File: src/design/decode_pkg.sv
// Decode package with shared widths, selector codes and the pipeline records
`default_nettype none

package decode_pkg;

  // Widths with a meaning of their own
  typedef logic [31:0] word_t;
  typedef logic [4:0]  reg_addr_t;
  typedef logic [3:0]  alu_op_t;
  typedef logic [1:0]  fu_sel_t;
  typedef logic [1:0]  src_a_sel_t;
  typedef logic [1:0]  src_b_sel_t;
  typedef logic [1:0]  wsrc_t;

  localparam int NUM_REGS = 32;

  // Functional unit classes, arith must stay zero for bubbles
  localparam fu_sel_t FU_ARITH     = 2'd0;
  localparam fu_sel_t FU_LOADSTORE = 2'd1;
  localparam fu_sel_t FU_JUMP      = 2'd2;
  localparam fu_sel_t FU_BRANCH    = 2'd3;

  // Operand A sources
  localparam src_a_sel_t SRC_A_RS1   = 2'd0;
  localparam src_a_sel_t SRC_A_IMM_S = 2'd1;
  localparam src_a_sel_t SRC_A_PC    = 2'd2;
  localparam src_a_sel_t SRC_A_ZERO  = 2'd3;

  // Operand B sources
  localparam src_b_sel_t SRC_B_RS1   = 2'd0;
  localparam src_b_sel_t SRC_B_RS2   = 2'd1;
  localparam src_b_sel_t SRC_B_IMM   = 2'd2;
  localparam src_b_sel_t SRC_B_IMM_U = 2'd3;

  // Write-back sources
  localparam wsrc_t WSRC_ALU   = 2'd0;
  localparam wsrc_t WSRC_PC4   = 2'd1;
  localparam wsrc_t WSRC_IMM_U = 2'd2;

  // ALU operations
  localparam alu_op_t ALU_ADD  = 4'd0;
  localparam alu_op_t ALU_SUB  = 4'd1;
  localparam alu_op_t ALU_AND  = 4'd2;
  localparam alu_op_t ALU_OR   = 4'd3;
  localparam alu_op_t ALU_XOR  = 4'd4;
  localparam alu_op_t ALU_SLL  = 4'd5;
  localparam alu_op_t ALU_SRL  = 4'd6;
  localparam alu_op_t ALU_SRA  = 4'd7;
  localparam alu_op_t ALU_SLT  = 4'd8;
  localparam alu_op_t ALU_SLTU = 4'd9;

  // RV32I major opcodes
  localparam logic [6:0] OP_LUI      = 7'b0110111;
  localparam logic [6:0] OP_AUIPC    = 7'b0010111;
  localparam logic [6:0] OP_JAL      = 7'b1101111;
  localparam logic [6:0] OP_JALR     = 7'b1100111;
  localparam logic [6:0] OP_BRANCH   = 7'b1100011;
  localparam logic [6:0] OP_LOAD     = 7'b0000011;
  localparam logic [6:0] OP_STORE    = 7'b0100011;
  localparam logic [6:0] OP_IMM      = 7'b0010011;
  localparam logic [6:0] OP_REG      = 7'b0110011;
  localparam logic [6:0] OP_MISC_MEM = 7'b0001111;
  localparam logic [6:0] OP_SYSTEM   = 7'b1110011;

  // Control unit output, consumed by the decode stage
  typedef struct packed {
    reg_addr_t   rs1;
    reg_addr_t   rs2;
    reg_addr_t   rd;
    logic [11:0] imm_i;
    logic [11:0] imm_s;
    logic [20:0] imm_uj;
    word_t       imm_u;
    logic [4:0]  shamt;
    logic        imm_shamt_sel;
    src_a_sel_t  src_a_sel;
    src_b_sel_t  src_b_sel;
    wsrc_t       wsrc;
    alu_op_t     alu_op;
    fu_sel_t     fu_sel;
    logic        wen;
    logic        j_sel;
    logic        jump;
    logic        branch;
    logic [2:0]  branch_type;
    logic        ifence;
    logic        halt;
    logic        illegal;
  } ctrl_t;

  // ID/EX record, all zeros is a bubble
  typedef struct packed {
    word_t      pc;
    word_t      pc4;
    word_t      port_a;
    word_t      port_b;
    word_t      reg_file_wdata;
    word_t      jump_base;
    word_t      jump_offset;
    reg_addr_t  rd;
    logic       wen;
    alu_op_t    alu_op;
    fu_sel_t    fu_sel;
    logic       jump;
    logic       j_sel;
    logic       branch;
    logic [2:0] branch_type;
    logic       illegal;
    logic       halt_instr;
  } id_ex_t;

endpackage

`default_nettype wire

File: src/design/control_unit.sv
// RV32I control unit, slices instruction fields and decodes them into control signals
`timescale 1ns/1ps
`default_nettype none

module control_unit (
  input  decode_pkg::word_t instr,
  output decode_pkg::ctrl_t ctrl
);

  import decode_pkg::*;

  logic [6:0] opcode;
  logic [2:0] funct3;
  logic [6:0] funct7;

  assign opcode = instr[6:0];
  assign funct3 = instr[14:12];
  assign funct7 = instr[31:25];

  // Shared funct3 map for register and immediate arithmetic
  // alt picks SUB over ADD and SRA over SRL
  function automatic alu_op_t alu_decode(input logic [2:0] f3, input logic alt);
    case (f3)
      3'b000:  alu_decode = alt ? ALU_SUB : ALU_ADD;
      3'b001:  alu_decode = ALU_SLL;
      3'b010:  alu_decode = ALU_SLT;
      3'b011:  alu_decode = ALU_SLTU;
      3'b100:  alu_decode = ALU_XOR;
      3'b101:  alu_decode = alt ? ALU_SRA : ALU_SRL;
      3'b110:  alu_decode = ALU_OR;
      default: alu_decode = ALU_AND;
    endcase
  endfunction

  always_comb begin
    // Everything off unless the opcode says otherwise
    ctrl = '0;

    // Register and immediate fields, valid for every format
    ctrl.rs1    = instr[19:15];
    ctrl.rs2    = instr[24:20];
    ctrl.rd     = instr[11:7];
    ctrl.imm_i  = instr[31:20];
    ctrl.imm_s  = {instr[31:25], instr[11:7]};
    // J format, bit 0 always zero
    ctrl.imm_uj = {instr[31], instr[19:12], instr[20], instr[30:21], 1'b0};
    ctrl.imm_u  = {instr[31:12], 12'b0};
    ctrl.shamt  = instr[24:20];

    case (opcode)
      OP_LUI: begin
        // Result comes straight from imm_u
        ctrl.src_a_sel = SRC_A_ZERO;
        ctrl.src_b_sel = SRC_B_IMM_U;
        ctrl.wsrc      = WSRC_IMM_U;
        ctrl.wen       = 1'b1;
      end
      OP_AUIPC: begin
        ctrl.src_a_sel = SRC_A_PC;
        ctrl.src_b_sel = SRC_B_IMM_U;
        ctrl.wen       = 1'b1;
      end
      OP_JAL: begin
        // Link value is pc4, target is pc relative
        ctrl.fu_sel = FU_JUMP;
        ctrl.jump   = 1'b1;
        ctrl.j_sel  = 1'b1;
        ctrl.wsrc   = WSRC_PC4;
        ctrl.wen    = 1'b1;
      end
      OP_JALR: begin
        // Target from rs1 plus I immediate
        ctrl.fu_sel = FU_JUMP;
        ctrl.jump   = 1'b1;
        ctrl.wsrc   = WSRC_PC4;
        ctrl.wen    = 1'b1;
      end
      OP_BRANCH: begin
        // Compare rs1 against rs2
        ctrl.fu_sel      = FU_BRANCH;
        ctrl.branch      = 1'b1;
        ctrl.branch_type = funct3;
        ctrl.src_b_sel   = SRC_B_RS2;
        ctrl.alu_op      = ALU_SUB;
      end
      OP_LOAD: begin
        ctrl.fu_sel    = FU_LOADSTORE;
        ctrl.src_b_sel = SRC_B_IMM;
        ctrl.wen       = 1'b1;
      end
      OP_STORE: begin
        // Address is imm_s on A plus rs1 on B
        ctrl.fu_sel    = FU_LOADSTORE;
        ctrl.src_a_sel = SRC_A_IMM_S;
        ctrl.src_b_sel = SRC_B_RS1;
      end
      OP_IMM: begin
        ctrl.src_b_sel     = SRC_B_IMM;
        // Shifts take shamt instead of the I immediate
        ctrl.imm_shamt_sel = (funct3 == 3'b001) || (funct3 == 3'b101);
        ctrl.alu_op        = alu_decode(funct3, (funct3 == 3'b101) && funct7[5]);
        ctrl.wen           = 1'b1;
      end
      OP_REG: begin
        // Only base funct7 or the SUB/SRA variant is legal
        if ((funct7 == 7'b0000000) ||
            ((funct7 == 7'b0100000) && ((funct3 == 3'b000) || (funct3 == 3'b101)))) begin
          ctrl.src_b_sel = SRC_B_RS2;
          ctrl.alu_op    = alu_decode(funct3, funct7[5]);
          ctrl.wen       = 1'b1;
        end else begin
          ctrl.illegal = 1'b1;
        end
      end
      OP_MISC_MEM: begin
        // Plain fence is a no-op here
        ctrl.ifence = (funct3 == 3'b001);
      end
      OP_SYSTEM: begin
        // ECALL and EBREAK both stop the core
        ctrl.halt = (funct3 == 3'b000) && (instr[31:21] == 11'd0);
      end
      default: begin
        ctrl.illegal = 1'b1;
      end
    endcase
  end

  // Illegal encodings must never write the register file
  always_comb begin
    assert (!(ctrl.illegal && ctrl.wen))
      else $error("control_unit: illegal instruction with wen set");
  end

endmodule

`default_nettype wire

File: src/design/reg_file.sv
// Register file, 32 words with x0 tied to zero, two async reads and one write
`timescale 1ns/1ps
`default_nettype none

module reg_file (
  input  logic                  CLK,
  input  logic                  nRST,
  input  decode_pkg::reg_addr_t rs1,
  input  decode_pkg::reg_addr_t rs2,
  output decode_pkg::word_t     rs1_data,
  output decode_pkg::word_t     rs2_data,
  input  logic                  wen,
  input  decode_pkg::reg_addr_t rd,
  input  decode_pkg::word_t     wdata
);

  import decode_pkg::*;

  word_t regs [NUM_REGS];

  // Write at the edge, x0 never written
  always_ff @(posedge CLK, negedge nRST) begin
    if (!nRST) begin
      for (int i = 0; i < NUM_REGS; i++) begin
        regs[i] <= '0;
      end
    end else if (wen && (rd != '0)) begin
      regs[rd] <= wdata;
    end
  end

  // No bypass, same cycle write is not visible
  assign rs1_data = regs[rs1];
  assign rs2_data = regs[rs2];

endmodule

`default_nettype wire

File: src/design/fence_tracker.sv
// Fence tracker, one flush pulse per fence.i run and per-cache flush done flags
`timescale 1ns/1ps
`default_nettype none

module fence_tracker (
  input  logic CLK,
  input  logic nRST,
  input  logic ifence,
  input  logic pc_en,
  input  logic iflush_done,
  input  logic dflush_done,
  output logic icache_flush,
  output logic dcache_flush,
  output logic iflushed,
  output logic dflushed,
  output logic ifence_pending
);

  logic       ifence_reg;
  logic       flush_pulse;
  // Bit 0 is the icache, bit 1 the dcache
  logic [1:0] flushed;
  logic [1:0] done;

  // Previous ifence, only advances with the pipeline
  always_ff @(posedge CLK, negedge nRST) begin
    if (!nRST) begin
      ifence_reg <= 1'b0;
    end else if (pc_en) begin
      ifence_reg <= ifence;
    end
  end

  // Rising edge only, back-to-back fence.i collapse to one pulse
  assign flush_pulse  = ifence && !ifence_reg;
  assign icache_flush = flush_pulse;
  assign dcache_flush = flush_pulse;

  assign done = {dflush_done, iflush_done};

  // Cleared by the pulse, set by that cache's own done strobe
  always_ff @(posedge CLK, negedge nRST) begin
    if (!nRST) begin
      flushed <= 2'b11;
    end else begin
      for (int i = 0; i < 2; i++) begin
        if (flush_pulse) begin
          flushed[i] <= 1'b0;
        end else if (done[i] && pc_en) begin
          flushed[i] <= 1'b1;
        end
      end
    end
  end

  assign iflushed       = flushed[0];
  assign dflushed       = flushed[1];
  assign ifence_pending = !iflushed || !dflushed;

  // Once the pulse is taken, a held fence.i must not pulse again
  assert property (@(posedge CLK) disable iff (!nRST)
    (flush_pulse && pc_en) |=> !(ifence && flush_pulse))
    else $error("fence_tracker: repeated flush pulse during fence.i run");

endmodule

`default_nettype wire

File: src/design/decode_stage.sv
// Decode stage, builds operands, write-back value and jump target, then latches ID/EX
`timescale 1ns/1ps
`default_nettype none

module decode_stage (
  input  logic               CLK,
  input  logic               nRST,
  input  decode_pkg::ctrl_t  ctrl,
  input  decode_pkg::word_t  pc,
  input  decode_pkg::word_t  pc4,
  input  decode_pkg::word_t  rs1_data,
  input  decode_pkg::word_t  rs2_data,
  input  logic               pc_en,
  input  logic               stall,
  input  logic               flush,
  input  logic               halt,
  output decode_pkg::id_ex_t id_ex
);

  import decode_pkg::*;

  word_t  imm_i_ext;
  word_t  imm_s_ext;
  word_t  imm_uj_ext;
  word_t  imm_or_shamt;
  word_t  port_a;
  word_t  port_b;
  word_t  wdata;
  word_t  jump_base;
  word_t  jump_offset;
  id_ex_t next_rec;

  // Sign extension of the short immediates
  assign imm_i_ext  = {{20{ctrl.imm_i[11]}}, ctrl.imm_i};
  assign imm_s_ext  = {{20{ctrl.imm_s[11]}}, ctrl.imm_s};
  assign imm_uj_ext = {{11{ctrl.imm_uj[20]}}, ctrl.imm_uj};

  // Shift amount is zero extended
  assign imm_or_shamt = ctrl.imm_shamt_sel ? {27'd0, ctrl.shamt} : imm_i_ext;

  // Operand A
  always_comb begin
    case (ctrl.src_a_sel)
      SRC_A_RS1:   port_a = rs1_data;
      SRC_A_IMM_S: port_a = imm_s_ext;
      SRC_A_PC:    port_a = pc;
      default:     port_a = '0;
    endcase
  end

  // Operand B
  always_comb begin
    case (ctrl.src_b_sel)
      SRC_B_RS1: port_b = rs1_data;
      SRC_B_RS2: port_b = rs2_data;
      SRC_B_IMM: port_b = imm_or_shamt;
      default:   port_b = ctrl.imm_u;
    endcase
  end

  // Write-back value known at decode, zero when the ALU supplies it
  always_comb begin
    case (ctrl.wsrc)
      WSRC_PC4:   wdata = pc4;
      WSRC_IMM_U: wdata = ctrl.imm_u;
      default:    wdata = '0;
    endcase
  end

  // JAL is pc relative, JALR is rs1 relative
  always_comb begin
    if (ctrl.j_sel) begin
      jump_base   = pc;
      jump_offset = imm_uj_ext;
    end else begin
      jump_base   = rs1_data;
      jump_offset = imm_i_ext;
    end
  end

  // Decoded record for the next edge
  always_comb begin
    next_rec.pc             = pc;
    next_rec.pc4            = pc4;
    next_rec.port_a         = port_a;
    next_rec.port_b         = port_b;
    next_rec.reg_file_wdata = wdata;
    next_rec.jump_base      = jump_base;
    next_rec.jump_offset    = jump_offset;
    next_rec.rd             = ctrl.rd;
    next_rec.wen            = ctrl.wen;
    next_rec.alu_op         = ctrl.alu_op;
    next_rec.fu_sel         = ctrl.fu_sel;
    next_rec.jump           = ctrl.jump;
    next_rec.j_sel          = ctrl.j_sel;
    next_rec.branch         = ctrl.branch;
    next_rec.branch_type    = ctrl.branch_type;
    next_rec.illegal        = ctrl.illegal;
    next_rec.halt_instr     = ctrl.halt;
  end

  // ID/EX latch
  // halt wins, then flush or stall under pc_en, else hold with pc_en low
  always_ff @(posedge CLK, negedge nRST) begin
    if (!nRST) begin
      id_ex <= '0;
    end else if (halt) begin
      id_ex <= '0;
    end else if (pc_en) begin
      if (flush || stall) begin
        id_ex <= '0;
      end else begin
        id_ex <= next_rec;
      end
    end
  end

  // Halt always leaves a bubble behind it
  assert property (@(posedge CLK) disable iff (!nRST) halt |=> (id_ex == '0))
    else $error("decode_stage: id_ex not a bubble after halt");

endmodule

`default_nettype wire

File: src/design/decode_top.sv
// Decode top level, ties control unit, register file, fence tracker and decode stage
`timescale 1ns/1ps
`default_nettype none

module decode_top (
  input  logic                  CLK,
  input  logic                  nRST,
  // From fetch
  input  decode_pkg::word_t     instr,
  input  decode_pkg::word_t     pc,
  input  decode_pkg::word_t     pc4,
  // Hazard levels
  input  logic                  pc_en,
  input  logic                  stall,
  input  logic                  flush,
  input  logic                  halt,
  // Write-back port
  input  logic                  wb_wen,
  input  decode_pkg::reg_addr_t wb_rd,
  input  decode_pkg::word_t     wb_data,
  // Cache done strobes
  input  logic                  iflush_done,
  input  logic                  dflush_done,
  output decode_pkg::id_ex_t    id_ex,
  output logic                  icache_flush,
  output logic                  dcache_flush,
  output logic                  iflushed,
  output logic                  dflushed,
  output logic                  ifence_pending
);

  import decode_pkg::*;

  ctrl_t ctrl;
  word_t rs1_data;
  word_t rs2_data;

  control_unit u_control_unit (
    .instr (instr),
    .ctrl  (ctrl)
  );

  // Read addresses come straight from the decoded fields
  reg_file u_reg_file (
    .CLK      (CLK),
    .nRST     (nRST),
    .rs1      (ctrl.rs1),
    .rs2      (ctrl.rs2),
    .rs1_data (rs1_data),
    .rs2_data (rs2_data),
    .wen      (wb_wen),
    .rd       (wb_rd),
    .wdata    (wb_data)
  );

  fence_tracker u_fence_tracker (
    .CLK            (CLK),
    .nRST           (nRST),
    .ifence         (ctrl.ifence),
    .pc_en          (pc_en),
    .iflush_done    (iflush_done),
    .dflush_done    (dflush_done),
    .icache_flush   (icache_flush),
    .dcache_flush   (dcache_flush),
    .iflushed       (iflushed),
    .dflushed       (dflushed),
    .ifence_pending (ifence_pending)
  );

  decode_stage u_decode_stage (
    .CLK      (CLK),
    .nRST     (nRST),
    .ctrl     (ctrl),
    .pc       (pc),
    .pc4      (pc4),
    .rs1_data (rs1_data),
    .rs2_data (rs2_data),
    .pc_en    (pc_en),
    .stall    (stall),
    .flush    (flush),
    .halt     (halt),
    .id_ex    (id_ex)
  );

endmodule

`default_nettype wire

File: config.mk
export PLATFORM = sky130hd
export DESIGN_NAME = decode_top
export DESIGN_NICKNAME = d
export VERILOG_FILES = /design/src/design/decode_pkg.sv /design/src/design/control_unit.sv /design/src/design/reg_file.sv /design/src/design/fence_tracker.sv /design/src/design/decode_stage.sv /design/src/design/decode_top.sv
export SDC_FILE = /design/constraint.sdc
export NUM_CORES = 2
export LEC_CHECK = 0
export ABC_AREA = 1
export BUFFER_PORTS_ARGS = -buffer_cell sky130_fd_sc_hd__buf_2
export CAP_MARGIN = 20
export CORE_UTILIZATION = 28
export DETAILED_ROUTE_END_ITERATION = 10
export GPL_ROUTABILITY_DRIVEN = 0
export HOLD_SLACK_MARGIN = 0.08
export PLACE_DENSITY = 0.51
export SLEW_MARGIN = 40
export SYNTH_ARGS = -nofsm -noshare
export SYNTH_HDL_FRONTEND = slang
export SYNTH_SLANG_ARGS = --single-unit
File: constraint.sdc
create_clock -name CLK -period 1.1 [get_ports CLK]
set_input_delay 0.11 -clock CLK [delete_from_list [all_inputs] [get_ports CLK]]
set_output_delay 0.11 -clock CLK [all_outputs]
set_load 0.01 [all_outputs]
== Word-level counts from Yosys, hierarchy flattened ==
Index checks and enable logic that the tools add are counted.
Operators by class
  magnitude comparators: 4
  eq/ne operators: 24
  muxes and demuxes: 45
  bitwise operators: 3
  reductions and logical operators: 31
Operators with widths (number)
  bitwise mux 1024 bit: 1
  2-to-1 mux 244 bit: 3
  binary-select mux 32 bit (select 5 bit): 2
  2-to-1 mux 32 bit: 7
  one-hot mux 32 bit (3 select lines): 2
  demux 32 bit (select 5 bit): 1
  one-hot mux 32 bit (2 select lines): 1
  one-hot mux 4 bit (7 select lines): 2
  equality test 7 x 6 -> 1 bit (second input constant): 4
  equality test 7 bit (second input constant): 4
  2-to-1 mux 20 bit: 1
  >= comparator 6 bit (second input constant): 3
  NOT 5 -> 6 bit: 3
  2-to-1 mux 1 bit: 16
  equality test 7 x 5 -> 1 bit (second input constant): 2
  one-hot mux 2 bit (3 select lines): 2
  one-hot mux 4 bit (3 select lines): 1
  logical NOT 11 bit: 1
  OR reduction 10 bit: 1
  equality test 3 bit (second input constant): 3
  logical AND 1 bit: 8
  2-to-1 mux 4 bit: 2
  one-hot mux 2 bit (4 select lines): 1
  OR reduction 2 bit: 4
  17 further kinds: 32
Word-level totals
  register bits after elaboration: 1271
  logic and storage cells: 159

== Logic depth before layout (Yosys ltp) ==
  word-level depth: 11
  gate-level depth with buffers: 17
  depth with buffers taken out: 13

== Modules after synthesis ==
From an unflattened synthesis, not the netlist that was laid out.
Second synthesis, totals
  cell total of the unflattened synthesis: 9987
  area total of the unflattened synthesis: 68712.2 um^2
By module, submodules not included
  reg_file: instances 1, cells each 8270, area each 56110.1 um^2
  decode_stage: instances 1, cells each 1497, area each 11230.8 um^2
  control_unit: instances 1, cells each 200, area each 1224.9 um^2
  fence_tracker: instances 1, cells each 20, area each 146.4 um^2

== Worst setup path after synthesis ==
No wires, ideal clock.
  path kind: in2reg
  start: input port instr[4]
  end: register u_decode_stage.id_ex[100] (netlist name)
  library setup time: 0.122 ns
  arrival time: 1.874 ns
  required time: 0.978 ns
  path slack: -0.895 ns
  stages on the path: 12
  path buffers: 3
  path through: buf_2 > nand3_1 > nor2_1 > inv_2 > clkbuf_1 > nor2_1 > inv_1 > ha_1 > inv_1 > clkbuf_1 > o22ai_1 > a32o_1
On the way
  longest elaborated chain between the ends: 8
RTL lines
  start, declared: line decode_top.sv:9  | input decode_pkg::word_t instr,
  equality test 7 bit: line control_unit.sv:50  | case (opcode)
  OR reduction 2 bit (no source line)
  one-hot mux 2 bit (2 select lines) (*): line control_unit.sv:50
  equality test 2 bit / equality test 2 x 1 -> 1 bit (equally long branches): line decode_stage.sv:63  | case (ctrl.wsrc)
  one-hot mux 32 bit (2 select lines) (*): line decode_stage.sv:63
  2-to-1 mux 244 bit (*): line decode_stage.sv:110  | if (flush || stall) begin
  2-to-1 mux 244 bit (*): line decode_stage.sv:109  | end else if (pc_en) begin
  2-to-1 mux 244 bit (*): line decode_stage.sv:107  | end else if (halt) begin
Every way passes the cells marked *; elsewhere a longest branch is shown, timed or not. The select of a mux whose other input is x is not followed.
A chain may end at the register's enable or synchronous reset.

== Worst setup path after layout ==
  start: register u_fence_tracker.ifence_reg
  end: output port icache_flush
On the way
  longest elaborated chain between the ends: 2
RTL lines
  start, declared: line fence_tracker.sv:19  | logic ifence_reg;
  start signal, assigned: line fence_tracker.sv:30  | ifence_reg <= ifence;
  logical NOT 1 bit: line fence_tracker.sv:35  | assign flush_pulse = ifence && !ifence_reg;
  logical AND 1 bit: line fence_tracker.sv:35
  end, declared: line decode_top.sv:25  | output logic icache_flush,
No other way between the ends.

==> results_dict.tcl <==
set metrics [dict create \
    outcome "finished, violations left" \
    failed_checks "negative hold slack, negative setup slack" \
    tightest_slew_ns 0.600 \
    rows 178 \
    path_max_fanout 3 \
    ant_nets 0 \
    async_flop_share_pct 100 \
    cts.sinks 1260 \
    grt_pass1_vias 70700 \
    cts_tree "yes" \
    rsz0062_at_grt "yes" \
    cts_buffers 143 \
    fin_tns_setup_ns -127.23 \
    fin_crit_ns 1.66 \
    top_register "u_reg_file.regs" \
    largest_reg_flops 1024 \
    insertion_delay_ns 0.80 \
    critPathLaunchType "flip-flop" \
    cpPeakStageDelay_ns 0.37 \
    hold_path_class "in -> reg" \
    min_path_cells 4 \
    cp_top_family "flip-flops" \
    grt_max_degree 63 \
    synth.top_cells.by_count "nand2_1 (3770), nand3_1 (1596), dfrtp_1 (1258)" \
    synth_nets 9570 \
    synth_top_area_share_pct 47.2 \
    power.leakage_uw 0.0460 \
    fin_skew_ns 0.0278 \
    die_area_sq_mm 0.240 \
    wl_per_cell_microns 22.6 \
    antenna_found_initial 16 \
    ios 391 \
    synth_top_cell_by_area "dfrtp_1" \
    yosysMostFrequentCell "nand2_1" \
    ys.flop_type "dfrtp_1" \
    clockBufferDepth 3 \
    max_freq_mhz 602 \
    crit_slowest_cell "dfrtp_1" \
    via_per_inst 5.24 \
    reg_top3 "u_reg_file.regs (1024), u_decode_stage.id_ex (233), u_fence_tracker.flushed (2)" \
    port_buffers 390 \
    core_sq_mm 0.236 \
    synthCells 9426 \
    cp.required_ns 0.99 \
    die_h_microns 490 \
    post_synth.cell_area_avg_sq_um 7.08 \
    slew_violations 0 \
    timing.final.crit_share_pct 151 \
    grt_pass1_wl_mm 464 \
    synth_area_leaders "dfrtp_1 (47%), nand2_1 (21%), nand3_1 (12%), o21ai_0 (8.0%), clkbuf_1 (3.2%)" \
    hpwl_mm 214 \
    crit_buf_inv 2 \
    ys_types 35 \
    track_usage_pct 25.4 \
    htree_levels 4 \
    hold_slack_ns -0.179 \
    path_clk_slew_ns 0.06 \
    crit_chain "nor2_1 -> buf_4 -> buf_6" \
    post-route-drc-count 0 \
    root_buffer "clkbuf_16" \
    syn_area_sq_mm 0.0667 \
    endpoint_kind "output port" \
    nNetsFinal 10900 \
    finalWirelength_mm 317 \
    peakVddDrop_uv 1600 \
    r2r_cells 11 \
    relSlewSlack_pct 60.0 \
    dpl_worst_slack_ns -0.969 \
    crit_arrival_ns 1.55 \
    max_cap_violations 0 \
    ys_seq_area_share_pct 47.3 \
    p_per_area_mw_per_mm2 1510 \
    dr.pass1.iters 8 \
    yosys_warnings 0 \
    grt-ovfl-total 0 \
    rr_startpoint "u_reg_file.regs[898]$_DFFE_PN0P_" \
    vias 73500 \
    crit_type "reg -> out" \
    syn_to_final_growth_pct 43.6 \
    drive_above_1_share_pct 26.7 \
    layout_setup_ws_ns -0.562 \
    drt_iter0_markers 8185 \
    finalSetupViolCount 471 \
    hold_viol 7 \
    start_util_pct 28.3 \
    min_to "u_decode_stage.id_ex[34]$_DFFE_PN0P_" \
    r2r-end "u_decode_stage.id_ex[150]$_DFFE_PN0P_" \
    synth_seq_cells 1260 \
    hp-start "instr[14]" \
    reg2reg_slack_ns -0.41 \
    die_w_microns 490 \
    synth_edf_count 0 \
]
## per-layer routing
layer / track usage (%) / vias to the layer above / share of wire, %
met4: 12.0 / 16 / 5.6
met1: 32.8 / 35400 / 40
met5: 0 / - / 0.032
li1: - / 33600 / -
met3: 4.60 / 815 / 8.5
met2: 40.9 / 3724 / 45
## metrics by stage
step	instance area, sq um	util (%)	instances	power, uW	hold WS [ns]
floorplan	69100	-	9426	75500	-0.186
global placement	82800	35.1	13300	89600	-0.00670
detailed placement	82800	35.1	13300	90300	-0.00870
CTS	92900	39.4	13900	143000	-0.409
global route	95800	40.6	14000	151000	-0.165
finish	95800	40.6	14000	145000	-0.179
## worst max-delay path by stage
| stage | from | endpoint | slack, ns | cells past startpoint |
|---|---|---|---|---|
| after global placement | instr[21] | u_decode_stage.id_ex[124]$_DFFE_PN0P_ | -1.00 | 15 |
| final | u_fence_tracker.ifence_reg$_DFFE_PN0P_ | icache_flush | -0.56 | 3 |
| after global routing | u_fence_tracker.ifence_reg$_DFFE_PN0P_ | icache_flush | -0.63 | 3 |
| after CTS | u_fence_tracker.ifence_reg$_DFFE_PN0P_ | icache_flush | -0.62 | 3 |
| after floorplan | instr[1] | u_decode_stage.id_ex[113]$_DFFE_PN0P_ | -0.52 | 12 |
| after detailed placement | instr[23] | u_decode_stage.id_ex[141]$_DFFE_PN0P_ | -0.97 | 15 |
## cells in the final DEF, fill, tap and decap left out, types with 66 or more instances in the layout
cell           Yosys  final
dlygate4sd3_1      0    145
o21ai_0         1071    739
buf_6              0    179
nand3_2            0    225
buf_12             0    323
nand3_4            0     66
inv_1            177    150
nand2_1         3770   3472
buf_2            163    255
nand2_2           17    264
nand3_1         1596   1305
dfrtp_1         1258   1242
clkbuf_16          0    153
nor2_1           279    248
buf_4             15   1123
a21oi_1          273    218
o21ai_1           18    334
## report_power, final
group          internal (uW)  switching (uW)  total (uW)
clock                  29700           20800       50500
combinational          15800           19000       34800
sequential             53600            5720       59300
## worst reg2reg max path: cells and delay by family, from the launching register on
family | cells | cell delay, ns
AO/OA/AOI/OAI | 1 | 0.13
flip-flops | 1 | 0.39
buffers and inverters | 1 | 0.16
AND/OR/NAND/NOR | 9 | 0.75
## repair_timing
item	4_1_cts	5_1_grt
hold buffers	136	23
buffers inserted	167	149
gates resized for setup	667	371
hold endpoints to repair	2488	147
setup endpoints to repair	356	1333
cloned	0	5
pin swaps	325	385
## cell type report
cell class,instances,area [sq um]
inverter,187,808
timing repair buffer,2038,19900
clock buffer,210,4270
multi-input combinational,7146,34700
sequential,1260,31600
antenna,2,5.00
tap,3150,3940
clock inverter,48,581
fill,23600,140000
## kinds of logic (layout without fill, tap and decap cells)
logic type,after synthesis,after routing,share of synthesized area [%]
AO/OA/AOI/OAI,1453,1453,11.3
adder cells (fa/ha/maj),2,2,0.0375
buffers and inverters,1020,2483,6.13
flip-flops,1260,1260,47.3
other,0,2,0
AND/OR/NAND/NOR,5691,5691,35.3
Note: power is estimated with default switching activity, not from simulation.
